File: src/source/tcdm_ecc_pkg.sv
`default_nettype none

package tcdm_ecc_pkg;

  localparam int unsigned DW         = 64;
  localparam int unsigned CHUNK_SIZE = 32;
  localparam int unsigned N_CHUNK    = DW / CHUNK_SIZE;
  localparam int unsigned AW         = 16;
  localparam int unsigned BW         = DW / 8;
  localparam int unsigned UW         = 4;
  // add, wen, be, user
  localparam int unsigned RQMETAW    = AW + 1 + BW + UW;
  // r_opc, r_user
  localparam int unsigned RSMETAW    = 1 + UW;
  localparam int unsigned EW_DW      = 7;
  localparam int unsigned EW_RQMETA  = 7;
  localparam int unsigned EW_RSMETA  = 5;
  localparam int unsigned MAX_ERR    = 2;
  localparam int unsigned BANK_WORDS = 256;

  // codeword widths, check bits above data bits
  localparam int unsigned CW_DW      = CHUNK_SIZE + EW_DW;
  localparam int unsigned CW_RQMETA  = RQMETAW + EW_RQMETA;
  // widest check field of any code in the link
  localparam int unsigned EW_MAX     = 7;

  typedef enum logic {
    OPC_OK  = 1'b0,
    OPC_ERR = 1'b1
  } r_opc_e;

  // wen high is a read
  typedef struct packed {
    logic [AW-1:0] add;
    logic          wen;
    logic [BW-1:0] be;
    logic [DW-1:0] data;
    logic [UW-1:0] user;
  } tcdm_req_t;

  typedef struct packed {
    logic [DW-1:0] r_data;
    r_opc_e        r_opc;
    logic [UW-1:0] r_user;
  } tcdm_rsp_t;

  // chunk i check bits sit at ecc[EW_RQMETA + i*EW_DW +: EW_DW]
  typedef struct packed {
    tcdm_req_t                          req;
    logic [N_CHUNK*EW_DW+EW_RQMETA-1:0] ecc;
  } tcdm_req_ecc_t;

  typedef struct packed {
    tcdm_rsp_t                          rsp;
    logic [N_CHUNK*EW_DW+EW_RSMETA-1:0] r_ecc;
  } tcdm_rsp_ecc_t;

  typedef struct packed {
    logic [MAX_ERR-1:0] data_single;
    logic [MAX_ERR-1:0] data_multi;
    logic               meta_single;
    logic               meta_multi;
  } ecc_err_t;

  // each codeword is {check, data}, chunk 0 in the low slot
  // meta_flip covers {ecc, add, wen, be, user}
  typedef struct packed {
    logic [N_CHUNK-1:0][CW_DW-1:0] data_flip;
    logic [CW_RQMETA-1:0]          meta_flip;
  } fault_t;

  // H matrix column of bit idx in a (dw data, pw check) code
  function automatic logic [EW_MAX-1:0] hsiao_col(input int unsigned idx,
                                                  input int unsigned dw,
                                                  input int unsigned pw);
    int unsigned       n;
    logic [EW_MAX-1:0] col;
    n   = 0;
    col = '0;
    if (idx >= dw) begin
      col[idx-dw] = 1'b1;
    end else begin
      // odd weight of three or more, ascending
      for (int unsigned v = 0; v < (1 << pw); v++) begin
        if ($countones(v) >= 3 && $countones(v) % 2 == 1) begin
          if (n == idx) begin
            col = v[EW_MAX-1:0];
          end
          n++;
        end
      end
    end
    return col;
  endfunction

endpackage

`default_nettype wire

File: src/source/hsiao_enc.sv
`default_nettype none

module hsiao_enc #(
  parameter int unsigned DataWidth = 32,
  parameter int unsigned ProtWidth = 7
) (
  input  logic [DataWidth-1:0] data_i,
  output logic [ProtWidth-1:0] ecc_o
);

  for (genvar r = 0; r < ProtWidth; r++) begin : gen_row
    logic [DataWidth-1:0] sel;

    // data bits taking part in this check
    for (genvar b = 0; b < DataWidth; b++) begin : gen_bit
      localparam logic [tcdm_ecc_pkg::EW_MAX-1:0] COL =
        tcdm_ecc_pkg::hsiao_col(b, DataWidth, ProtWidth);
      assign sel[b] = data_i[b] & COL[r];
    end

    assign ecc_o[r] = ^sel;
  end

endmodule

`default_nettype wire

File: src/source/hsiao_dec.sv
`default_nettype none

module hsiao_dec #(
  parameter int unsigned DataWidth = 32,
  parameter int unsigned ProtWidth = 7
) (
  input  logic [DataWidth-1:0] data_i,
  input  logic [ProtWidth-1:0] ecc_i,
  output logic [DataWidth-1:0] data_o,
  output logic                 single_err_o,
  output logic                 multi_err_o
);

  logic [ProtWidth-1:0] syndrome;

  for (genvar r = 0; r < ProtWidth; r++) begin : gen_row
    logic [DataWidth-1:0] sel;

    for (genvar b = 0; b < DataWidth; b++) begin : gen_bit
      localparam logic [tcdm_ecc_pkg::EW_MAX-1:0] COL =
        tcdm_ecc_pkg::hsiao_col(b, DataWidth, ProtWidth);
      assign sel[b] = data_i[b] & COL[r];
    end

    assign syndrome[r] = ecc_i[r] ^ (^sel);
  end

  // flip the data bit whose column matches the syndrome
  for (genvar b = 0; b < DataWidth; b++) begin : gen_fix
    localparam logic [tcdm_ecc_pkg::EW_MAX-1:0] COL =
      tcdm_ecc_pkg::hsiao_col(b, DataWidth, ProtWidth);
    assign data_o[b] = data_i[b] ^ (syndrome == COL[ProtWidth-1:0]);
  end

  // odd weight is correctable, even nonzero weight is not
  assign single_err_o = ^syndrome;
  assign multi_err_o  = (|syndrome) & ~(^syndrome);

endmodule

`default_nettype wire

File: src/source/tcdm_ecc_init.sv
`default_nettype none

module tcdm_ecc_init (
  input  logic                        clk_i,
  input  logic                        rst_i,
  input  tcdm_ecc_pkg::tcdm_req_t     core_req_i,
  input  logic                        core_req_valid_i,
  output logic                        core_gnt_o,
  output tcdm_ecc_pkg::tcdm_rsp_t     core_rsp_o,
  output logic                        core_rsp_valid_o,
  input  logic                        core_rsp_ready_i,
  input  tcdm_ecc_pkg::fault_t        fault_i,
  output tcdm_ecc_pkg::tcdm_req_ecc_t link_req_o,
  output logic                        link_req_valid_o,
  input  logic                        link_gnt_i,
  input  tcdm_ecc_pkg::tcdm_rsp_ecc_t link_rsp_i,
  input  logic                        link_rsp_valid_i,
  output logic                        link_rsp_ready_o,
  output tcdm_ecc_pkg::ecc_err_t      rsp_err_o
);

  localparam int unsigned CS = tcdm_ecc_pkg::CHUNK_SIZE;
  localparam int unsigned NC = tcdm_ecc_pkg::N_CHUNK;
  localparam int unsigned EWD = tcdm_ecc_pkg::EW_DW;
  localparam int unsigned EWQ = tcdm_ecc_pkg::EW_RQMETA;
  localparam int unsigned EWS = tcdm_ecc_pkg::EW_RSMETA;

  tcdm_ecc_pkg::fault_t                         flip;
  logic [NC-1:0][EWD-1:0]                       req_data_ecc;
  logic [NC-1:0][tcdm_ecc_pkg::CW_DW-1:0]       data_cw;
  logic [tcdm_ecc_pkg::RQMETAW-1:0]             req_meta;
  logic [EWQ-1:0]                               req_meta_ecc;
  logic [tcdm_ecc_pkg::CW_RQMETA-1:0]           meta_cw;
  logic [tcdm_ecc_pkg::DW-1:0]                  rsp_data;
  logic [NC-1:0]                                rsp_single;
  logic [NC-1:0]                                rsp_multi;
  logic [tcdm_ecc_pkg::RSMETAW-1:0]             rsp_meta;
  logic                                         rsp_meta_single;
  logic                                         rsp_meta_multi;

  // masks only act on a live request
  assign flip = core_req_valid_i ? fault_i : '0;

  assign req_meta = {core_req_i.add, core_req_i.wen, core_req_i.be, core_req_i.user};

  for (genvar ii = 0; ii < NC; ii++) begin : gen_chunk
    hsiao_enc #(.DataWidth(CS), .ProtWidth(EWD)) i_req_data_enc (
      .data_i (core_req_i.data[ii*CS +: CS]),
      .ecc_o  (req_data_ecc[ii])
    );

    assign data_cw[ii] = {req_data_ecc[ii], core_req_i.data[ii*CS +: CS]}
                         ^ flip.data_flip[ii];

    hsiao_dec #(.DataWidth(CS), .ProtWidth(EWD)) i_rsp_data_dec (
      .data_i       (link_rsp_i.rsp.r_data[ii*CS +: CS]),
      .ecc_i        (link_rsp_i.r_ecc[EWS+ii*EWD +: EWD]),
      .data_o       (rsp_data[ii*CS +: CS]),
      .single_err_o (rsp_single[ii]),
      .multi_err_o  (rsp_multi[ii])
    );
  end

  hsiao_enc #(.DataWidth(tcdm_ecc_pkg::RQMETAW), .ProtWidth(EWQ)) i_req_meta_enc (
    .data_i (req_meta),
    .ecc_o  (req_meta_ecc)
  );

  assign meta_cw = {req_meta_ecc, req_meta} ^ flip.meta_flip;

  always_comb begin
    {link_req_o.req.add, link_req_o.req.wen, link_req_o.req.be, link_req_o.req.user} =
      meta_cw[tcdm_ecc_pkg::RQMETAW-1:0];
    link_req_o.ecc[EWQ-1:0] = meta_cw[tcdm_ecc_pkg::CW_RQMETA-1:tcdm_ecc_pkg::RQMETAW];
    for (int ii = 0; ii < NC; ii++) begin
      link_req_o.req.data[ii*CS +: CS] = data_cw[ii][CS-1:0];
      link_req_o.ecc[EWQ+ii*EWD +: EWD] = data_cw[ii][tcdm_ecc_pkg::CW_DW-1:CS];
    end
  end

  hsiao_dec #(.DataWidth(tcdm_ecc_pkg::RSMETAW), .ProtWidth(EWS)) i_rsp_meta_dec (
    .data_i       ({link_rsp_i.rsp.r_opc, link_rsp_i.rsp.r_user}),
    .ecc_i        (link_rsp_i.r_ecc[EWS-1:0]),
    .data_o       (rsp_meta),
    .single_err_o (rsp_meta_single),
    .multi_err_o  (rsp_meta_multi)
  );

  // field order of tcdm_rsp_t is r_data, r_opc, r_user
  assign core_rsp_o = {rsp_data, rsp_meta};

  always_comb begin
    rsp_err_o.data_single = tcdm_ecc_pkg::MAX_ERR'($countones(rsp_single));
    rsp_err_o.data_multi  = tcdm_ecc_pkg::MAX_ERR'($countones(rsp_multi));
    rsp_err_o.meta_single = rsp_meta_single;
    rsp_err_o.meta_multi  = rsp_meta_multi;
  end

  assign link_req_valid_o = core_req_valid_i;
  assign core_gnt_o       = link_gnt_i;
  assign core_rsp_valid_o = link_rsp_valid_i;
  assign link_rsp_ready_o = core_rsp_ready_i;

  // a waiting core request keeps its payload
  assert property (@(posedge clk_i) disable iff (rst_i)
    core_req_valid_i && !core_gnt_o |=> core_req_valid_i && $stable(core_req_i))
    else $error("tcdm_ecc_init: request changed before grant");

endmodule

`default_nettype wire

File: config.mk
export PLATFORM = sky130hd
export DESIGN_NAME = tcdm_ecc_init
export DESIGN_NICKNAME = d
export VERILOG_FILES = /design/src/source/tcdm_ecc_pkg.sv /design/src/source/hsiao_enc.sv /design/src/source/hsiao_dec.sv /design/src/source/tcdm_ecc_init.sv
export SDC_FILE = /design/constraint.sdc
export NUM_CORES = 1
export LEC_CHECK = 0
export BUFFER_PORTS_ARGS = -buffer_cell sky130_fd_sc_hd__buf_2
export CORE_AREA = 4 4 188 190
export DETAILED_ROUTE_END_ITERATION = 7
export DIE_AREA = 0 0 192 194
export SLEW_MARGIN = 20
export SYNTH_ARGS = -nofsm -noshare
export SYNTH_HDL_FRONTEND = slang
export SYNTH_SLANG_ARGS = --single-unit
File: constraint.sdc
create_clock -name vclk -period 2.25
set_input_delay 0 -clock vclk [all_inputs]
set_output_delay 0 -clock vclk [all_outputs]
set_load 0.05 [all_outputs]
==> results of run 1 <==
[worst max-delay path: cells and delay by family]
family,cells,cell delay [ns]
XOR/XNOR,7,1.60
adder cells (fa/ha/maj),2,0.46
buffers and inverters,4,0.52
[worst min-delay path by stage]
stage,from,to,depth (start not counted)
after floorplan,link_rsp_i[31],core_rsp_o[12],1
after global placement,link_gnt_i,core_gnt_o,0
after global routing,core_rsp_ready_i,link_rsp_ready_o,0
after CTS,link_gnt_i,core_gnt_o,0
final,core_rsp_ready_i,link_rsp_ready_o,0
after detailed placement,link_gnt_i,core_gnt_o,0
[cell families (layout without fill, tap and decap cells)]
family                   after synthesis  count (layout)
XOR/XNOR                             526             526
AND/OR/NAND/NOR                      208             209
buffers and inverters                 36             664
adder cells (fa/ha/maj)               16              16
AO/OA/AOI/OAI                          7               7
multiplexers                           1               1
other                                  0               5
[power groups by stage]
stage | clock network [uW] | logic, uW | registers, uW
6_report | 0.000299 | 20100 | 0
5_1_grt | 0.000179 | 20900 | 0
4_1_cts | 0 | 18400 | 0
3_5_place_dp | 0 | 13900 | 0
3_3_place_gp | 0 | 13700 | 0
2_1_floorplan | 0 | 10200 | 0
[through the flow]
stage	hold slack [ns]	cells	total power, uW
6_report	0.00002199	1876	20100
5_1_grt	0.0001349	1874	20930
4_1_cts	0.0003409	1854	18360
3_5_place_dp	0.0003409	1844	13890
3_3_place_gp	0.0003409	1844	13710
2_1_floorplan	0.1325	794	10230
[cell type report]
cell class	count	area [um2]
Inverter	7	26.28
Antenna cell	5	12.51
Timing Repair Buffer	657	4509
Multi-Input combinational cell	759	7866
Fill cell	3271	20470
Tap cell	448	560.5
[timing repair]
item | CTS | global route
resized for setup | 165 | 184
pin swaps | 37 | 74
endpoints found under the hold margin | 0 | 0
setup endpoints to repair | 65 | 68
buffers inserted | 14 | 16
gates cloned | 1 | 2
[layout by cell type, fill, tap and decap left out, types with 2 or more instances in the layout]
cell type	instances
xor2_4	3
nor2_2	2
xnor2_1	331
ha_4	4
nand3b_1	4
nand3_2	8
buf_2	401
xor2_1	53
xnor3_1	13
xnor2_2	90
or3_4	2
buf_12	15
nand3_4	26
xnor3_2	2
inv_1	6
nor2b_4	4
nand3_1	31
buf_4	144
buf_6	80
and2_1	2
buf_8	10
xnor2_4	26
nand2_1	116
diode_2	5
nor3b_2	2
clkbuf_4	6
xor2_2	7
ha_1	11
nor2_4	4
[layer usage]
layer,global-route usage,vias to the layer above
li1,-,3740
met1,0.2028,3592
met2,0.2918,366
met3,0.03817,40
met4,0.02483,0
met5,0,-
==> metrics.txt, run 1 <==
status finished with violations; violated checks negative setup slack; pre-CTS setup slack -0.5343 ns; Comb power frac 1.000; DR vias/cell slightly above 4; highest routed layer met4; area leader, netlist xnor2_1; number of global-route vias before repair between 7,000 and 8,000; first-pass GRT wire length approximately 48 mm; Setup crit end rsp_err_o[4]; Ys Warns 0; DRT met1 WL approximately 13 mm; Final Hold Fails 0; WS Path Type in2out; Syn Area/Cell 7.855 um2; top cell type's share of synthesized area 0.6249; CP most frequent cell xnor2_2; xor/xnor share of the synthesized area 0.7767; initial DRC count roughly 400; fin area 12,970 um2; Post-DP HPWL between 20 and 30 mm; Seq pwr share 0; # rows between 60 and 70; gpl congestion ~0.95; period utilisation layout 1.153; die area 37,250 um2; Slowest-stage cell, CP xnor3_1; Startpoint Class input port; Post-Synth Adder-Cell Area 0.03210; sw frac 0.5692; Residual DRC 0; Layout area overhead 108.0%; sequential cells 0; setup violators final 30; Synth Instances slightly below 800; mux cell area share after synthesis 0.001805; Final min period approximately 2.6 ns; I/O Buffers 486; Synth area leaders xnor2_1 (62%), xor2_1 (8.8%), nand2_1 (7.0%); Worst Path Required between 2 and 2.5 ns; chip width about 190 um; Slew Limit Fails 0; post-synth net total approximately 1,100; CORE AREA between 30,000 and 40,000 um2; Top Ports 494; simple-gate portion of the synthesized area 0.1549; cell with the most instances after synthesis xnor2_1; final wirelength 34.58 mm; Compound-Gate Fraction of Synth Area 0.008626; initial antenna violation count 5; Worst-Margin Slew approximately 0.53 ns; register area share after synthesis 0; drt pass-1 iters 5; Unique masters post-synth 31; TNS Setup -3.713 ns; clock power share 0; Overflow after GRT 0; cts hold-fix bufs 0; max-cap violations 0; Leakage Power between 0.005 and 0.006 uW; mapped cell area between 6000 and 7000 um2; P per Cell Area 1549 nW/um2; DP Area 11,000 um2; RSZ-0062 raised after global routing true; routed via count 7,738; Critical Path Sink Type output pin; share of layout cells above drive strength 1 0.5973; max incr delay on CP 0.47 ns; relative slew slack 0.6463; Max VDD drop 0.003730 V; P_sw 11,440 uW; effective utilization at floorplan 0.1865; Avg WL per Cell between 15 and 20 um; met3 wire len 3.191 mm; largest net degree at the start of global routing between 40 and 50; CP max FO 2; crit-path cells buf_8 > xor2_4 > xnor2_2 > xnor3_1 > xnor2_2 > inv_2 > ha_4 > xnor2_4 > xnor2_2 > xnor2_2 > buf_4 > ha_4 > buf_8; antenna-violating nets left 0; worst path arrival time ~2.6 ns; Fmax roughly 390 MHz; clock buf count 0; launch point of the worst path link_rsp_i[34]; sequential standard cell area 0 um2; commonest cells in the synthesized netlist xnor2_1 (445), nand2_1 (116), nand3_1 (65); Final nets 1,742; Die Y between 150 and 200 um; WL met2 approximately 17 mm; final core occ 0.3879; hold crit path type in2out; main combinational cell family by area after synthesis XOR/XNOR gates; setup ws final -0.3433 ns; Tot GR Track Use 0.1633; P_int a little under 9000 uW
Power figures use the tool's default switching activity.
==> inputs of run 2 (changes only) <==
--- a/config.mk
+++ b/config.mk
@@ -6,9 +6,9 @@
 export NUM_CORES = 1
 export LEC_CHECK = 0
 export BUFFER_PORTS_ARGS = -buffer_cell sky130_fd_sc_hd__buf_2
-export CORE_AREA = 4 4 188 190
+export CORE_AREA = 2 2 192 194
 export DETAILED_ROUTE_END_ITERATION = 7
-export DIE_AREA = 0 0 192 194
+export DIE_AREA = 0 0 194 196
 export SLEW_MARGIN = 20
 export SYNTH_ARGS = -nofsm -noshare
 export SYNTH_HDL_FRONTEND = slang
==> run 2 against run 1 <==
Effect of this change: the flow still finishes with violations (negative setup slack); sequential share of layout area unchanged; maximum frequency down 0.16%; global-route usage down 0.54 points; sequential cell count unchanged; die area up 2.1%; non-clock buffer count down 2; highest routed layer unchanged; critical path type unchanged; via count down 0.87%; final area up 3.2%; critical path depth down 2; largest cell class unchanged.
==> metrics.txt, run 2 (synthesized netlist as in run 1, its figures left out) <==
initial antenna violation count 1 (was 5); Overflow after GRT 0 (unchanged); crit-path cells buf_12 > xnor3_2 > xnor2_2 > xnor3_2 > ha_4 > xnor2_4 > xnor2_2 > xnor2_2 > a31oi_2 > ha_4 > buf_8 (was buf_8 > xor2_4 > xnor2_2 > xnor3_1 > xnor2_2 > inv_2 > ha_4 > xnor2_4 > xnor2_2 > xnor2_2 > buf_4 > ha_4 > buf_8); effective utilization at floorplan 0.1729 (was 0.1865); Post-DP HPWL 28.68 mm (was 29.63 mm); pre-CTS setup slack -0.6621 ns (was -0.5343 ns); violated checks negative setup slack (unchanged); Max VDD drop 0.003420 V (was 0.003730 V); relative slew slack 0.6609 (was 0.6463); Final min period 2.597 ns (was 2.593 ns); antenna-violating nets left 0 (unchanged); Final Hold Fails 0 (unchanged); Top Ports 494 (unchanged); sequential cells 0 (unchanged); die area 38,020 um2 (was 37,250 um2); RSZ-0062 raised after global routing true (unchanged); chip width 194 um (was 192 um); WS Path Type in2out (unchanged); setup violators final 31 (was 30); most frequent cells in the layout buf_2 (389), xnor2_1 (326), buf_4 (143), nand2_1 (116), buf_6 (89) (was buf_2 (401), xnor2_1 (331), buf_4 (144), nand2_1 (116), xnor2_2 (90)); DR vias/cell 4.052 (was 4.125); routed via count 7,671 (was 7,738); Die Y 196 um (was 194 um); dpl cells 1,860 (was 1,844); # rows 70 (was 67); gpl congestion 0.8889 (was 0.9514); Tot GR Track Use 0.1579 (was 0.1633); Slew Limit Fails 0 (unchanged); Leakage Power 0.005950 uW (was 0.005852 uW); CP most frequent cell xnor2_2 (unchanged); Layout area overhead 114.7% (was 108.0%); max incr delay on CP 0.49 ns (was 0.47 ns); CORE AREA 36,080 um2 (was 33,450 um2); cts hold-fix bufs 0 (unchanged); CP max FO 3 (was 2); first-pass GRT wire length 46.46 mm (was 47.77 mm); final core occ 0.3712 (was 0.3879); initial DRC count 267 (was 401); Buf/Inv on CP 2 (was 4); drt pass-1 iters 4 (was 5); P per Cell Area 1515 nW/um2 (was 1549 nW/um2); CP top delay family XOR/XNOR gates (unchanged); Worst-Margin Slew 0.5050 ns (was 0.5268 ns); hold crit path type in2out (unchanged); FILL cells 3,562 (was 3,271); most common cell after layout, fill and taps aside buf_2 (unchanged); Critical Path Sink Type output pin (unchanged); status finished with violations (unchanged); setup ws final -0.3473 ns (was -0.3433 ns); sequential standard cell area 0 um2 (unchanged); Hold EP link_rsp_ready_o (unchanged); max-cap violations 0 (unchanged); Startpoint Class input port (unchanged); final wirelength 33.81 mm (was 34.58 mm); Cell Count, Final, Fillers Out 1,893 (was 1,876); Slowest-stage cell, CP xnor3_2 (was xnor3_1); Fmax 385.0 MHz (was 385.6 MHz); Avg WL per Cell 17.86 um (was 18.43 um); I/O Buffers 486 (unchanged); worst path arrival time 2.60 ns (was 2.59 ns); hold path start core_rsp_ready_i (unchanged); share of layout cells above drive strength 1 0.6093 (was 0.5973); clock buf count 0 (unchanged); Residual DRC 0 (unchanged); period utilisation layout 1.154 (was 1.153); largest net degree at the start of global routing 30 (was 43); Worst Path Required 2.25 ns (about the same); Worst Hold Depth 0 (unchanged); number of global-route vias before repair 7,706 (was 7,923); Final nets 1,742 (unchanged)
## run 2: cell types whose count changed in the layout (fill, tap and decap cells not counted), sizes merged
cell,before,now
diode,5,2
clkbuf,7,0
buf,650,655
nor2,7,9
## run 2: area by class of cell
class,instances,area (um2),area share
antenna,2,5.005,0.0003737
inverter,7,26.28,0.001962
multi-input combinational,761,8108,0.6054
timing repair buffer,655,4668,0.3486
tap,468,585.6,0.04372
## run 2: how the worst max path moves through the flow
stage / from / to / slack, ns / depth (start not counted)
after floorplan: link_rsp_i[56] / rsp_err_o[2] / -0.02 / 10
after global placement: link_rsp_i[48] / rsp_err_o[2] / -0.63 / 11
after detailed placement: link_rsp_i[48] / rsp_err_o[2] / -0.66 / 11
after CTS: link_rsp_i[29] / rsp_err_o[2] / -0.30 / 11
after global routing: link_rsp_i[77] / rsp_err_o[2] / -0.41 / 13
final: link_rsp_i[45] / rsp_err_o[2] / -0.35 / 11
## run 2: power breakdown
part	total (uW)	internal (uW)	switching, uW	leakage [uW]
Sequential	0	0	0	0
Clock	0.000120	0.000120	0	0.0000000127
Combinational	20300	8680	11600	0.00595
Total	20300	8680	11600	0.00595
## run 2: repair_timing
action | in CTS | in global routing
gates cloned | 2 | 1
pin swaps | 67 | 83
setup buffers | 23 | 16
resized for setup | 207 | 188
endpoints found under the setup margin | 64 | 68
## run 2: metrics by stage
step	hold WS, ns	setup TNS, ns	cell area (um2)	power [uW]
6_report	0.00002195	-2.271	13390	20290
5_1_grt	0.00007388	-6.504	13390	20990
4_1_cts	0.0003700	-1.844	12280	18510
3_5_place_dp	0.0003700	-14.38	11100	13660
3_3_place_gp	0.0003700	-12.78	11100	13590
2_1_floorplan	0.1325	-0.01885	6897	10230
## run 2: layer usage
layer  routed length, um  GRT usage  vias to the layer above
met5                   0          0                        -
met4                 540    0.02301                        0
met3                2363    0.02802                       24
met2               16510     0.2645                      284
met1               14390     0.2157                     3621
li1                    -          -                     3742
