### src/source/tcdm_ecc_pkg.sv
`default_nettype none

package tcdm_ecc_pkg;

  localparam int unsigned DW         = 64;
  localparam int unsigned CHUNK_SIZE = 32;
  localparam int unsigned N_CHUNK    = DW / CHUNK_SIZE;
  localparam int unsigned AW         = 16;
  localparam int unsigned BW         = DW / 8;
  localparam int unsigned UW         = 4;
  // add, wen, be, user
  localparam int unsigned RQMETAW    = AW + 1 + BW + UW;
  // r_opc, r_user
  localparam int unsigned RSMETAW    = 1 + UW;
  localparam int unsigned EW_DW      = 7;
  localparam int unsigned EW_RQMETA  = 7;
  localparam int unsigned EW_RSMETA  = 5;
  localparam int unsigned MAX_ERR    = 2;
  localparam int unsigned BANK_WORDS = 256;

  // codeword widths, check bits above data bits
  localparam int unsigned CW_DW      = CHUNK_SIZE + EW_DW;
  localparam int unsigned CW_RQMETA  = RQMETAW + EW_RQMETA;
  // widest check field of any code in the link
  localparam int unsigned EW_MAX     = 7;

  typedef enum logic {
    OPC_OK  = 1'b0,
    OPC_ERR = 1'b1
  } r_opc_e;

  // wen high is a read
  typedef struct packed {
    logic [AW-1:0] add;
    logic          wen;
    logic [BW-1:0] be;
    logic [DW-1:0] data;
    logic [UW-1:0] user;
  } tcdm_req_t;

  typedef struct packed {
    logic [DW-1:0] r_data;
    r_opc_e        r_opc;
    logic [UW-1:0] r_user;
  } tcdm_rsp_t;

  // chunk i check bits sit at ecc[EW_RQMETA + i*EW_DW +: EW_DW]
  typedef struct packed {
    tcdm_req_t                          req;
    logic [N_CHUNK*EW_DW+EW_RQMETA-1:0] ecc;
  } tcdm_req_ecc_t;

  typedef struct packed {
    tcdm_rsp_t                          rsp;
    logic [N_CHUNK*EW_DW+EW_RSMETA-1:0] r_ecc;
  } tcdm_rsp_ecc_t;

  typedef struct packed {
    logic [MAX_ERR-1:0] data_single;
    logic [MAX_ERR-1:0] data_multi;
    logic               meta_single;
    logic               meta_multi;
  } ecc_err_t;

  // each codeword is {check, data}, chunk 0 in the low slot
  // meta_flip covers {ecc, add, wen, be, user}
  typedef struct packed {
    logic [N_CHUNK-1:0][CW_DW-1:0] data_flip;
    logic [CW_RQMETA-1:0]          meta_flip;
  } fault_t;

  // H matrix column of bit idx in a (dw data, pw check) code
  function automatic logic [EW_MAX-1:0] hsiao_col(input int unsigned idx,
                                                  input int unsigned dw,
                                                  input int unsigned pw);
    int unsigned       n;
    logic [EW_MAX-1:0] col;
    n   = 0;
    col = '0;
    if (idx >= dw) begin
      col[idx-dw] = 1'b1;
    end else begin
      // odd weight of three or more, ascending
      for (int unsigned v = 0; v < (1 << pw); v++) begin
        if ($countones(v) >= 3 && $countones(v) % 2 == 1) begin
          if (n == idx) begin
            col = v[EW_MAX-1:0];
          end
          n++;
        end
      end
    end
    return col;
  endfunction

endpackage

`default_nettype wire

### src/source/hsiao_enc.sv
`default_nettype none

module hsiao_enc #(
  parameter int unsigned DataWidth = 32,
  parameter int unsigned ProtWidth = 7
) (
  input  logic [DataWidth-1:0] data_i,
  output logic [ProtWidth-1:0] ecc_o
);

  for (genvar r = 0; r < ProtWidth; r++) begin : gen_row
    logic [DataWidth-1:0] sel;

    // data bits taking part in this check
    for (genvar b = 0; b < DataWidth; b++) begin : gen_bit
      localparam logic [tcdm_ecc_pkg::EW_MAX-1:0] COL =
        tcdm_ecc_pkg::hsiao_col(b, DataWidth, ProtWidth);
      assign sel[b] = data_i[b] & COL[r];
    end

    assign ecc_o[r] = ^sel;
  end

endmodule

`default_nettype wire

### src/source/hsiao_dec.sv
`default_nettype none

module hsiao_dec #(
  parameter int unsigned DataWidth = 32,
  parameter int unsigned ProtWidth = 7
) (
  input  logic [DataWidth-1:0] data_i,
  input  logic [ProtWidth-1:0] ecc_i,
  output logic [DataWidth-1:0] data_o,
  output logic                 single_err_o,
  output logic                 multi_err_o
);

  logic [ProtWidth-1:0] syndrome;

  for (genvar r = 0; r < ProtWidth; r++) begin : gen_row
    logic [DataWidth-1:0] sel;

    for (genvar b = 0; b < DataWidth; b++) begin : gen_bit
      localparam logic [tcdm_ecc_pkg::EW_MAX-1:0] COL =
        tcdm_ecc_pkg::hsiao_col(b, DataWidth, ProtWidth);
      assign sel[b] = data_i[b] & COL[r];
    end

    assign syndrome[r] = ecc_i[r] ^ (^sel);
  end

  // flip the data bit whose column matches the syndrome
  for (genvar b = 0; b < DataWidth; b++) begin : gen_fix
    localparam logic [tcdm_ecc_pkg::EW_MAX-1:0] COL =
      tcdm_ecc_pkg::hsiao_col(b, DataWidth, ProtWidth);
    assign data_o[b] = data_i[b] ^ (syndrome == COL[ProtWidth-1:0]);
  end

  // odd weight is correctable, even nonzero weight is not
  assign single_err_o = ^syndrome;
  assign multi_err_o  = (|syndrome) & ~(^syndrome);

endmodule

`default_nettype wire

### src/source/tcdm_ecc_target.sv
`default_nettype none

module tcdm_ecc_target (
  input  logic                        clk_i,
  input  logic                        rst_i,
  input  tcdm_ecc_pkg::tcdm_req_ecc_t link_req_i,
  input  logic                        link_req_valid_i,
  output logic                        link_gnt_o,
  output tcdm_ecc_pkg::tcdm_rsp_ecc_t link_rsp_o,
  output logic                        link_rsp_valid_o,
  input  logic                        link_rsp_ready_i,
  output tcdm_ecc_pkg::tcdm_req_t     bank_req_o,
  output logic                        bank_req_valid_o,
  input  logic                        bank_gnt_i,
  input  tcdm_ecc_pkg::tcdm_rsp_t     bank_rsp_i,
  input  logic                        bank_rsp_valid_i,
  output logic                        bank_rsp_ready_o,
  output tcdm_ecc_pkg::ecc_err_t      req_err_o
);

  localparam int unsigned CS = tcdm_ecc_pkg::CHUNK_SIZE;
  localparam int unsigned NC = tcdm_ecc_pkg::N_CHUNK;
  localparam int unsigned EWD = tcdm_ecc_pkg::EW_DW;
  localparam int unsigned EWQ = tcdm_ecc_pkg::EW_RQMETA;
  localparam int unsigned EWS = tcdm_ecc_pkg::EW_RSMETA;

  logic [tcdm_ecc_pkg::DW-1:0]      req_data_fix;
  logic [NC-1:0]                    req_single;
  logic [NC-1:0]                    req_multi;
  logic [tcdm_ecc_pkg::RQMETAW-1:0] req_meta_fix;
  logic                             meta_single;
  logic                             meta_multi;
  logic                             meta_err_q;
  tcdm_ecc_pkg::r_opc_e             rsp_opc;
  logic [NC-1:0][EWD-1:0]           rsp_data_ecc;
  logic [EWS-1:0]                   rsp_meta_ecc;

  for (genvar ii = 0; ii < NC; ii++) begin : gen_chunk
    hsiao_dec #(.DataWidth(CS), .ProtWidth(EWD)) i_req_data_dec (
      .data_i       (link_req_i.req.data[ii*CS +: CS]),
      .ecc_i        (link_req_i.ecc[EWQ+ii*EWD +: EWD]),
      .data_o       (req_data_fix[ii*CS +: CS]),
      .single_err_o (req_single[ii]),
      .multi_err_o  (req_multi[ii])
    );

    hsiao_enc #(.DataWidth(CS), .ProtWidth(EWD)) i_rsp_data_enc (
      .data_i (bank_rsp_i.r_data[ii*CS +: CS]),
      .ecc_o  (rsp_data_ecc[ii])
    );
  end

  hsiao_dec #(.DataWidth(tcdm_ecc_pkg::RQMETAW), .ProtWidth(EWQ)) i_req_meta_dec (
    .data_i       ({link_req_i.req.add, link_req_i.req.wen, link_req_i.req.be,
                    link_req_i.req.user}),
    .ecc_i        (link_req_i.ecc[EWQ-1:0]),
    .data_o       (req_meta_fix),
    .single_err_o (meta_single),
    .multi_err_o  (meta_multi)
  );

  always_comb begin
    {bank_req_o.add, bank_req_o.wen, bank_req_o.be, bank_req_o.user} = req_meta_fix;
    bank_req_o.data = req_data_fix;
    // address or be may be wrong, so never write
    if (meta_multi) begin
      bank_req_o.wen = 1'b1;
    end
  end

  always_comb begin
    req_err_o.data_single = tcdm_ecc_pkg::MAX_ERR'($countones(req_single));
    req_err_o.data_multi  = tcdm_ecc_pkg::MAX_ERR'($countones(req_multi));
    req_err_o.meta_single = meta_single;
    req_err_o.meta_multi  = meta_multi;
  end

  // marks the pending response as belonging to a broken request
  always_ff @(posedge clk_i) begin
    if (rst_i) begin
      meta_err_q <= 1'b0;
    end else if (link_req_valid_i && bank_gnt_i) begin
      meta_err_q <= meta_multi;
    end else if (link_rsp_valid_o && link_rsp_ready_i) begin
      meta_err_q <= 1'b0;
    end
  end

  assign rsp_opc = meta_err_q ? tcdm_ecc_pkg::OPC_ERR : bank_rsp_i.r_opc;

  hsiao_enc #(.DataWidth(tcdm_ecc_pkg::RSMETAW), .ProtWidth(EWS)) i_rsp_meta_enc (
    .data_i ({rsp_opc, bank_rsp_i.r_user}),
    .ecc_o  (rsp_meta_ecc)
  );

  always_comb begin
    link_rsp_o.rsp.r_data = bank_rsp_i.r_data;
    link_rsp_o.rsp.r_opc  = rsp_opc;
    link_rsp_o.rsp.r_user = bank_rsp_i.r_user;
    link_rsp_o.r_ecc      = {rsp_data_ecc, rsp_meta_ecc};
  end

  assign bank_req_valid_o = link_req_valid_i;
  assign link_gnt_o       = bank_gnt_i;
  assign link_rsp_valid_o = bank_rsp_valid_i;
  assign bank_rsp_ready_o = link_rsp_ready_i;

  // broken metadata comes back as an error on the next cycle
  assert property (@(posedge clk_i) disable iff (rst_i)
    link_req_valid_i && link_gnt_o && meta_multi
    |=> link_rsp_valid_o && link_rsp_o.rsp.r_opc == tcdm_ecc_pkg::OPC_ERR)
    else $error("tcdm_ecc_target: metadata error not reported as OPC_ERR");

endmodule

`default_nettype wire

### config.mk
export PLATFORM = sky130hd
export DESIGN_NAME = tcdm_ecc_target
export DESIGN_NICKNAME = d
export VERILOG_FILES = /design/src/source/tcdm_ecc_pkg.sv /design/src/source/hsiao_enc.sv /design/src/source/hsiao_dec.sv /design/src/source/tcdm_ecc_target.sv
export SDC_FILE = /design/constraint.sdc
export NUM_CORES = 1
export LEC_CHECK = 0
export BUFFER_PORTS_ARGS = -buffer_cell sky130_fd_sc_hd__buf_2
export CAP_MARGIN = 20
export CELL_PAD_IN_SITES_DETAIL_PLACEMENT = 0
export CELL_PAD_IN_SITES_GLOBAL_PLACEMENT = 1
export CORE_AREA = 2 2 146 148
export DETAILED_ROUTE_END_ITERATION = 16
export DIE_AREA = 0 0 148 150
export HOLD_SLACK_MARGIN = 0.08
export MAX_ROUTING_LAYER = met4
export PLACE_DENSITY_LB_ADDON = 0.15
export SYNTH_ARGS = -nofsm -noshare
export SYNTH_HDL_FRONTEND = slang
export SYNTH_SLANG_ARGS = --single-unit
export TNS_END_PERCENT = 50
### constraint.sdc
create_clock -name clk_i -period 10.3 [get_ports clk_i]
set_input_delay 1.545 -clock clk_i [delete_from_list [all_inputs] [get_ports clk_i]]
set_output_delay 1.545 -clock clk_i [all_outputs]
set_load 0.03 [all_outputs]
==> results.md, run 1 <==
- Top-area cell type share of the netlist area: 43.4%
- Minimum clock period: 6.01 ns
- Slew headroom: 55.9%
- Routed via count: 5,236
- CP endpoint kind: primary output
- Cts hold-fix bufs: 0
- Detail Route Antenna Nets: 0
- Drt total wl: 20,200 um
- CP Max Fanout: 3
- R2r setup slk: 9.69 ns
- Syn_nets: 890
- Synthesis Warnings: 0
- GRT Overall Usage: 17.3%
- DIE AREA: 22,200 um2
- Leak pwr: 3.51 nW
- Share of layout cells above drive strength 1: 45.5%
- DR WL/cell: 16.1 um
- Synth Instances: 682
- Grt total ovfl: 0
- R2R depth: 2
- Count of cell types in the netlist: 43
- Worst Skew: 0 ns
- Buffers on Ports: 379
- Top Registers: meta_err_q (1)
- DRC violations left: 0
- Setup TNS: 0 ns
- Yosys reg bits: 1
- Core Region: 20,700 um2
- Post-CTS sizing: 0
- Top post-synthesis cells by count: xnor2_1 (306), buf_4 (77), xor2_1 (74)
- FF-to-FF End: meta_err_q
- RSZ-0062 raised after global routing: no
- Worst Path Arrival: 4.46 ns
- Max-slew violations: 0
- Initial core utilization: 29.8%
- Overall Power: 2.55 mW
- Final hold vios: 0
- Worst path bufs/invs: 2
- 1st-iter DRT viols: 146
- Worst-Margin Slew: 0.657 ns
- 1st-pass router iterations: 4
- Synth-to-Final Area Change: 26.3%
- Sequential area share after synthesis: 0.324%
- Vias in the first global route: 5,234
- Most numerous cell in the Yosys netlist: xnor2_1
- Post-synth EDFFs: 0
- Antenna violations before repair: 2
- Status: complete, no violations
- Pwr Density: 326 nW/um2
- Die height: 150 um
- CP delay by family, top: XOR/XNOR gates
- Cell mode on critical path: xnor2_1
- Startpoint types: input pin
- Layout Utilization: 37.7%
- Hold path cells: 2
- Slowest stage delay, CP: 0.47 ns
- Via density: 4.18
- Syn avg cell area: 9.05 um2
- Setup Viol. Count Final: 0
- # nets final: 1,186
- Max Freq: 166 MHz
- Crit path kind: input pin to primary output
- WHS Endpoint: meta_err_q
- Worst-Skew Late Latency: 0 ns
- Row cnt: 53
- R2R Path Start: meta_err_q
- First-pass GRT wire length: 29,800 um
- Post-synth top area cell: xnor2_1
- Share of flip-flops with an asynchronous set or reset: 0%
- Maximum VDD drop: 0.00131 V
- Tcrit/Tclk final: 58.3%
- Max_cap viols: 0
- I/O pin total: 380
- Die width: 148 um
- Hold Crit Class: flip-flop to flip-flop
- Final HPWL DP: 18,100 um
- CP Data Required Time: 8.76 ns
- Place WS: 4.28 ns
- Max FFs per register: 1
- Primary FF master, synth: dfxtp_1
- CP Cell Sequence: buf_2 > xor2_1 > xnor3_1 > xnor3_2 > xnor2_4 > ha_1 > xnor2_1 > xnor2_1 > xnor2_1 > a31oi_1 > ha_1 > buf_2
- Post-synthesis instance area: 6170 um2
- Top post-synthesis cells by area: xnor2_1 (43%), xor2_1 (10%), buf_4 (9.4%)
- Clock transition at path regs: 0 ns
- Hold path startpoint: meta_err_q
- Setup bufs post-CTS: 0
- Final worst slack: 4.29 ns
- Top register by number of flip-flops: meta_err_q
- Fillcell total: 2,236
- WHS: 0.468 ns
- GPL Wtd Cong: 0.780
- Largest net degree at the start of global routing: 10
- Slowest stage cell, crit path: xnor3_1
metal layers:
layer	GRT usage (%)	part of all wire (%)	vias to the layer above
li1	-	-	2700
met1	22.7	44	2355
met2	31.5	51	179
met3	0.732	4.9	2
met4	0.476	0.10	0
met5	-	0	-
cells by family (layout without fill, tap and decap cells):
group                    count (synthesis)  in the layout  share of synthesized area (%)
AO/OA/AOI/OAI                            5              5                          0.567
XOR/XNOR                               426            426                           70.4
adder cells (fa/ha/maj)                 19             19                           3.85
buffers and inverters                   98            392                           10.9
flip-flops                               1              1                          0.324
multiplexers                             1              1                          0.162
other                                    0              2                              0
AND/OR/NAND/NOR                        132            132                           13.8
where the power goes:
group	switching (mW)	internal (mW)
Clock	0	0.0000000260
Sequential	0.000230	0.00481
Combinational	1.66	0.877
Total	1.66	0.881
worst register-to-register path: stages, from the launching register on:
cell     delay, ns
dfxtp_1       0.28
a32oi_1       0.15
nor2_1        0.05
stage by stage:
stage               cell area, um2  std cells
floorplan                     6170        682
global placement              7790       1250
detailed placement            7790       1251
CTS                           7790       1251
global route                  7800       1253
finish                        7800       1253
cells in the final DEF (no fill, tap or decap), drive strengths merged:
| cell type | instances |
|---|---|
| xnor2 | 320 |
| nand3 | 73 |
| dfxtp | 1 |
| nor2 | 23 |
| a32oi | 1 |
| or3 | 1 |
| diode | 2 |
| nand2 | 9 |
| or2 | 1 |
| nor2b | 2 |
| and3 | 3 |
| mux2i | 1 |
| nor3 | 10 |
| and3b | 1 |
| buf | 380 |
| a22oi | 1 |
| a31oi | 3 |
| xor2 | 75 |
| nand2b | 1 |
| inv | 12 |
| and2 | 4 |
| ha | 19 |
| xor3 | 4 |
| nor4 | 2 |
| nor3b | 2 |
| xnor3 | 27 |
final cells by class:
class	instances	area [um2]	area share (%)
flip-flops and latches	1	20.0	0.257
well taps	275	344	4.41
inverters	12	45.0	0.577
repair buffers	380	1900	24.4
multi-input cells	583	5480	70.3
diodes	2	5.00	0.0642
worst max-delay path by stage:
stage	from	slack, ns	end	depth (start not counted)
after floorplan	link_req_i[67]	4.63	req_err_o[2]	10
after global placement	link_req_i[67]	4.26	req_err_o[2]	12
after detailed placement	link_req_i[67]	4.28	req_err_o[2]	12
after CTS	link_req_i[67]	4.26	req_err_o[2]	12
after global routing	link_req_i[67]	4.12	req_err_o[2]	12
final	link_req_i[67]	4.29	req_err_o[2]	12
Note: power is estimated with default switching activity, not from simulation.
==> inputs of run 2 (changes only) <==
--- a/config.mk
+++ b/config.mk
@@ -5,13 +5,14 @@
 export SDC_FILE = /design/constraint.sdc
 export NUM_CORES = 1
 export LEC_CHECK = 0
+export ABC_AREA = 1
 export BUFFER_PORTS_ARGS = -buffer_cell sky130_fd_sc_hd__buf_2
 export CAP_MARGIN = 20
 export CELL_PAD_IN_SITES_DETAIL_PLACEMENT = 0
 export CELL_PAD_IN_SITES_GLOBAL_PLACEMENT = 1
-export CORE_AREA = 2 2 146 148
+export CORE_ASPECT_RATIO = 0.9
+export CORE_UTILIZATION = 32
 export DETAILED_ROUTE_END_ITERATION = 16
-export DIE_AREA = 0 0 148 150
 export HOLD_SLACK_MARGIN = 0.08
 export MAX_ROUTING_LAYER = met4
 export PLACE_DENSITY_LB_ADDON = 0.15
==> constraint.sdc (replaced) <==
create_clock -name clk_i -period 5.7 [get_ports clk_i]
set_input_delay 0.855 -clock clk_i [delete_from_list [all_inputs] [get_ports clk_i]]
set_output_delay 0.855 -clock clk_i [all_outputs]
set_load 0.03 [all_outputs]
==> run 2 against run 1 <==
Worst hold slack gained 0.20 ns. Final cell count grew 84%. Cell area grew 33%. Critical path type unchanged. Clock skew is the same. Synthesized area grew 41%. Sequential share of layout area shrank 0.064 points. Global-route usage grew 5.2 points. Utilization grew 1.7 points.
==> results.md, run 2 <==
- Buffers on Ports: 379 (unchanged)
- Worst-Margin Slew: 0.761 ns (+0.104 ns)
- Die width: 176 um (+19%)
- Hold Crit Class: flip-flop to flip-flop
- Synth-to-Final Area Change: 19.1%
- Largest net degree at the start of global routing: 17 (+7)
- Maximum VDD drop: 0.00105 V (-20%)
- Worst-Skew Late Latency: 0 ns (unchanged)
- Slew headroom: 49.1% (-6.8 points)
- DRC violations left: 0 (unchanged)
- Cts hold-fix bufs: 0 (unchanged)
- Pwr Density: 282 nW/um2 (-14%)
- GRT Overall Usage: 22.6% (+5.2 points)
- Vias in the first global route: 9,370 (+79%)
- Post-CTS sizing: 0 (unchanged)
- Max Freq: 224 MHz
- Final worst slack: 1.24 ns (-3.05 ns)
- First-pass GRT wire length: 48,800 um (+64%)
- Post-synth top area cell: nand2_1
- Max_cap viols: 0 (unchanged)
- Tcrit/Tclk final: 78.2%
- Core Region: 26,400 um2 (+28%)
- Worst Path Arrival: 3.60 ns (-0.86 ns)
- Syn avg cell area: 5.24 um2 (-42%)
- Post-synthesis instance area: 8730 um2 (+41%)
- 1st-iter DRT viols: 531 (+260%)
- Initial core utilization: 33.0% (+3.2 points)
- Grt total ovfl: 0 (unchanged)
- Layout Utilization: 39.4% (+1.7 points)
- WHS: 0.673 ns (+0.204 ns)
- Most numerous cell in the Yosys netlist: nand2_1
- Top-area cell type share of the netlist area: 33.8% (-9.6 points)
- CP Max Fanout: 5 (+2)
- Startpoint types: input pin
- Max FFs per register: 1 (unchanged)
- Via density: 4.55 (+8.8%)
- Yosys reg bits: 1 (unchanged)
- Synth Instances: 1,666 (+140%)
- CP Data Required Time: 4.85 ns (-3.91 ns)
- DIE AREA: 27,900 um2 (+26%)
- Max-slew violations: 0 (unchanged)
- Setup TNS: 0 ns (unchanged)
- Top post-synthesis cells by area: nand2_1 (34%), xnor2_1 (15%), xor2_1 (13%)
- Multi-input logic area: 7300 um2 (+33%)
- Commonest non-fill, non-tap cell in the layout: nand2_1
- Detail Route Antenna Nets: 0 (unchanged)
- R2R depth: 3 (+1)
- Post-synth EDFFs: 0 (unchanged)
- Final hold vios: 0 (unchanged)
- CP startpoint: link_req_i[85]
- Crit path kind: input pin to primary output
- Top Registers: meta_err_q (1)
- Antenna Cells: 0 (-2)
- Setup Viol. Count Final: 0 (unchanged)
- Share of flip-flops with an asynchronous set or reset: 0% (unchanged)
- FF-to-FF End: meta_err_q
- Worst Skew: 0 ns (unchanged)
- Place WS: 1.24 ns (-3.04 ns)
- CP endpoint: req_err_o[2]
- GPL Wtd Cong: 0.927 (+19%)
- Most frequent cells in the layout: nand2_1 (785), buf_2 (379), inv_1 (169)
- Placed Cells: 2,304 (+84%)
- I/O pin total: 380 (unchanged)
- Sequential area share after synthesis: 0.229% (-0.095 points)
- Setup bufs post-CTS: 0 (unchanged)
- R2R Path Start: meta_err_q
- Top register by number of flip-flops: meta_err_q
- Primary FF master, synth: dfxtp_1
- Row cnt: 56 (+5.7%)
- Hold path startpoint: meta_err_q
- RSZ-0062 raised after global routing: no
- Status: complete, no violations
- Drt total wl: 32,100 um (+59%)
- Count of cell types in the netlist: 36 (-16%)
- Minimum clock period: 4.46 ns
- Clock transition at path regs: 0 ns (unchanged)
- Fillcell total: 3,061 (+37%)
- Routed via count: 10,478 (+100%)
- Synthesis Warnings: 0 (unchanged)
- Final HPWL DP: 28,900 um (+60%)
- CP endpoint kind: primary output
- Share of layout cells above drive strength 1: 23.7% (-22 points)
- Antenna violations before repair: 0 (-2)
- 1st-pass router iterations: 5 (+1)
- Top post-synthesis cells by count: nand2_1 (785), inv_1 (169), xnor2_1 (146)
- Leak pwr: 6.26 nW (+79%)
- Non-filler cells, final: 2,304 (+84%)
- Syn_nets: 1,874 (+110%)
- FF+latch area: 20.0 um2 (unchanged)
- Hold path cells: 3 (+1)
- R2r setup slk: 4.75 ns (-4.94 ns)
- Die height: 159 um (+5.8%)
- # nets final: 2,166 (+83%)
- DR WL/cell: 13.9 um (-14%)
run 2: cell types whose count changed in the layout (fill, tap and decap cells not counted), moves of 20 or more:
cell and change:
nand3_1 +79, nand2_2 +23, nor2_1 +38, xnor2_1 -160
inv_1 +163, nand2_1 +776, xor2_1 +57, o21ai_0 +21
xnor3_1 -20
run 2: power by group:
part           total [mW]  internal [mW]  leakage [nW]  switching, mW
Clock                   0              0             0              0
Sequential         0.0101        0.00921       0.00824       0.000933
Combinational        2.92          0.898          6.25           2.02
Total                2.93          0.907          6.26           2.02
run 2: how the worst min path moves through the flow:
stage                       to  slack (ns)
global placement    meta_err_q        0.72
CTS                 meta_err_q        0.71
floorplan           meta_err_q        0.54
detailed placement  meta_err_q        0.71
global route        meta_err_q        0.74
finish              meta_err_q        0.67
run 2: layout make-up:
| class | instances | area share (%) |
|---|---|---|
| Sequential cell | 1 | 0.193 |
| Timing Repair Buffer | 379 | 18.2 |
| Multi-Input combinational cell | 1379 | 70.2 |
| Tap cell | 348 | 4.19 |
| Inverter | 197 | 7.16 |
run 2: kinds of logic after synthesis:
group           synth area share (%)
simple gates                    50.7
compound gates                  1.82
xor+xnor                        28.4
buf+inv                         16.1
fa+ha+maj                       2.72
flops                          0.229
run 2: critical path: stages:
cell	delay, ns
buf_2	0.15
inv_1	0.09
nand2_1	0.07
nand2_2	0.10
nand2_1	0.06
nand2_1	0.13
nand2_1	0.10
nand2_1	0.08
nand2_1	0.05
nand2_1	0.07
inv_1	0.04
nand2_1	0.05
nand2_1	0.10
ha_1	0.34
xnor2_1	0.26
xnor2_1	0.18
xnor2_1	0.14
inv_1	0.10
a21oi_1	0.17
ha_1	0.27
buf_2	0.18
run 2: metal layers:
metal / vias to the layer above / track usage, % / share of wire [%]
met5: - / - / 0
met4: 0 / 1.57 / 0.64
met1: 4619 / 30.0 / 48
met3: 12 / 1.10 / 4.5
met2: 306 / 39.1 / 46
li1: 5541 / - / -
run 2: through the flow:
stage | total power [mW] | area [um2]
floorplan | 2.26 | 8730
global placement | 2.91 | 10400
detailed placement | 2.91 | 10400
CTS | 2.93 | 10400
global route | 3.17 | 10400
finish | 2.93 | 10400
==> inputs of run 3 (changes only) <==
==> constraint.sdc (replaced) <==
create_clock -name clk_i -period 4.5 [get_ports clk_i]
set_input_delay 0.675 -clock clk_i [delete_from_list [all_inputs] [get_ports clk_i]]
set_output_delay 0.675 -clock clk_i [all_outputs]
set_load 0.03 [all_outputs]
==> run 3 against run 2 <==
Worst setup slack got worse by 0.82 ns. Via count hardly changed. Critical path depth shrank 7. Worst hold slack better by 0.0070 ns. Largest power group unchanged.
==> results.md, run 3 (synthesis gave the netlist of run 2 again) <==
- Final hold vios: 0 (unchanged)
- Share of layout cells above drive strength 1: 23.8% (+0.039 points)
- Maximum VDD drop: 0.00124 V (+18%)
- Crit path kind: input pin to primary output
- Final HPWL DP: 29,000 um (+0.33%)
- Setup TNS: 0 ns (unchanged)
- Routed via count: 10,486 (+0.076%)
- Via density: 4.55 (about the same)
- CP startpoint: link_req_i[21]
- Initial core utilization: 33.0% (unchanged)
- Most frequent cells in the layout: nand2_1 (785), buf_2 (379), inv_1 (169)
- Pwr Density: 356 nW/um2 (+27%)
- Grt total ovfl: 0 (unchanged)
- Largest net degree at the start of global routing: 17 (unchanged)
- Startpoint types: input pin
- Max-slew violations: 0 (unchanged)
- Clock transition at path regs: 0 ns (unchanged)
- Tcrit/Tclk final: 90.7%
- R2R Path Start: meta_err_q
- Cts hold-fix bufs: 0 (unchanged)
- Synth-to-Final Area Change: 19.2% (about the same)
- Buffers on Ports: 379 (unchanged)
- Core Region: 26,400 um2 (unchanged)
- CP Cell Sequence: buf_2 > xnor2_1 > xor2_1 > xor2_1 > xor2_1 > xor2_1 > inv_1 > ha_1 > xnor2_1 > xnor2_1 > xor2_1 > nand2_1 > nand2_1 > buf_2
- GRT Overall Usage: 22.6% (about the same)
- Antenna violations before repair: 0 (unchanged)
- Slowest stage delay, CP: 0.29 ns (-0.05 ns)
- 1st-pass router iterations: 5 (unchanged)
- Max_cap viols: 0 (unchanged)
- Max Freq: 245 MHz
- Worst-Skew Late Latency: 0 ns (unchanged)
- Non-filler cells, final: 2,305 (+0.043%)
- CP endpoint: bank_req_o[76]
- Slew headroom: 64.6% (+16 points)
- DIE AREA: 27,900 um2 (unchanged)
- First-pass GRT wire length: 48,800 um (+0.11%)
- Max FFs per register: 1 (unchanged)
- Top Registers: meta_err_q (1)
- Setup Viol. Count Final: 0 (unchanged)
- CP delay by family, top: XOR/XNOR gates
- FF-to-FF End: meta_err_q
- Placed Cells: 2,305 (+0.043%)
- Top register by number of flip-flops: meta_err_q
- Hold Crit Class: flip-flop to flip-flop
- I/O pin total: 380 (unchanged)
- Worst path bufs/invs: 3 (-2)
- # nets final: 2,167 (+0.046%)
- Antenna Cells: 0 (unchanged)
- Setup bufs post-CTS: 0 (unchanged)
- Status: complete, no violations
- Worst Path Arrival: 3.40 ns (-0.20 ns)
- Drt total wl: 32,100 um (about the same)
- Vias in the first global route: 9,368 (-0.021%)
- Die height: 159 um (unchanged)
- Worst-Margin Slew: 0.530 ns (-0.231 ns)
- Worst Skew: 0 ns (unchanged)
- RSZ-0062 raised after global routing: no
- R2R depth: 3 (unchanged)
- DR WL/cell: 13.9 um (about the same)
- Leak pwr: 6.27 nW (about the same)
- Minimum clock period: 4.08 ns
- Crit path depth: 14 (-33%)
- Slowest stage cell, crit path: ha_1
- Row cnt: 56 (unchanged)
- GPL Wtd Cong: 0.937 (+1.1%)
- Cell mode on critical path: xor2_1
- Cell area after layout: 10,400 um2 (about the same)
- Commonest non-fill, non-tap cell in the layout: nand2_1
- CP endpoint kind: primary output
- Die width: 176 um (unchanged)
- Placement Cell Area: 10,400 um2 (about the same)
- CP Data Required Time: 3.83 ns (-1.02 ns)
- 1st-iter DRT viols: 485 (-8.7%)
- Post-CTS sizing: 0 (unchanged)
- Layout Utilization: 39.4% (about the same)
- R2r setup slk: 3.52 ns (-1.23 ns)
- DRC violations left: 0 (unchanged)
- Detail Route Antenna Nets: 0 (unchanged)
- CP Max Fanout: 4 (-1)
[run 3: cell count changes in the layout (fill, tap and decap cells not counted), sizes merged]
cell / before / now
buf: 379 / 380
[run 3: worst min path at each step]
| stage | start | depth (start not counted) | slack (ns) | end |
|---|---|---|---|---|
| global route | meta_err_q | 3 | 0.73 | meta_err_q |
| global placement | meta_err_q | 3 | 0.72 | meta_err_q |
| finish | meta_err_q | 3 | 0.68 | meta_err_q |
| floorplan | meta_err_q | 3 | 0.54 | meta_err_q |
| detailed placement | meta_err_q | 3 | 0.72 | meta_err_q |
| CTS | meta_err_q | 3 | 0.72 | meta_err_q |
[run 3: where the power goes]
| group | switching [mW] | internal (mW) |
|---|---|---|
| sequential | 0.00118 | 0.0117 |
| combinational | 2.56 | 1.14 |
| clock | 0 | 0 |
| total | 2.56 | 1.15 |
[run 3: per-stage QoR]
step / power [mW] / hold slack (ns) / setup slack [ns]
after global routing: 4.01 / 0.729 / 0.189
final: 3.71 / 0.680 / 0.420
after detailed placement: 3.69 / 0.718 / 0.442
after CTS: 3.71 / 0.718 / 0.417
after global placement: 3.68 / 0.719 / 0.479
after floorplan: 2.87 / 0.540 / 0.964
[run 3: routing by layer]
| metal | wire (um) | global-route usage (%) |
|---|---|---|
| met2 | 14900 | 38.6 |
| met5 | 0 | - |
| met4 | 232 | 1.53 |
| met1 | 15300 | 30.1 |
| met3 | 1700 | 1.67 |
[run 3: area by class of cell]
type / count / area, um2
Multi-Input combinational cell: 1379 / 7300
Sequential cell: 1 / 20.0
Timing Repair Buffer: 380 / 1900
Tap cell: 348 / 435
Fill cell: 3091 / 16000
Inverter: 197 / 744
[run 3: worst min-delay path, stage by stage (launching register included)]
cell,delay [ns]
dfxtp_1,0.29
nand2_1,0.10
a21oi_1,0.06
a21boi_0,0.15
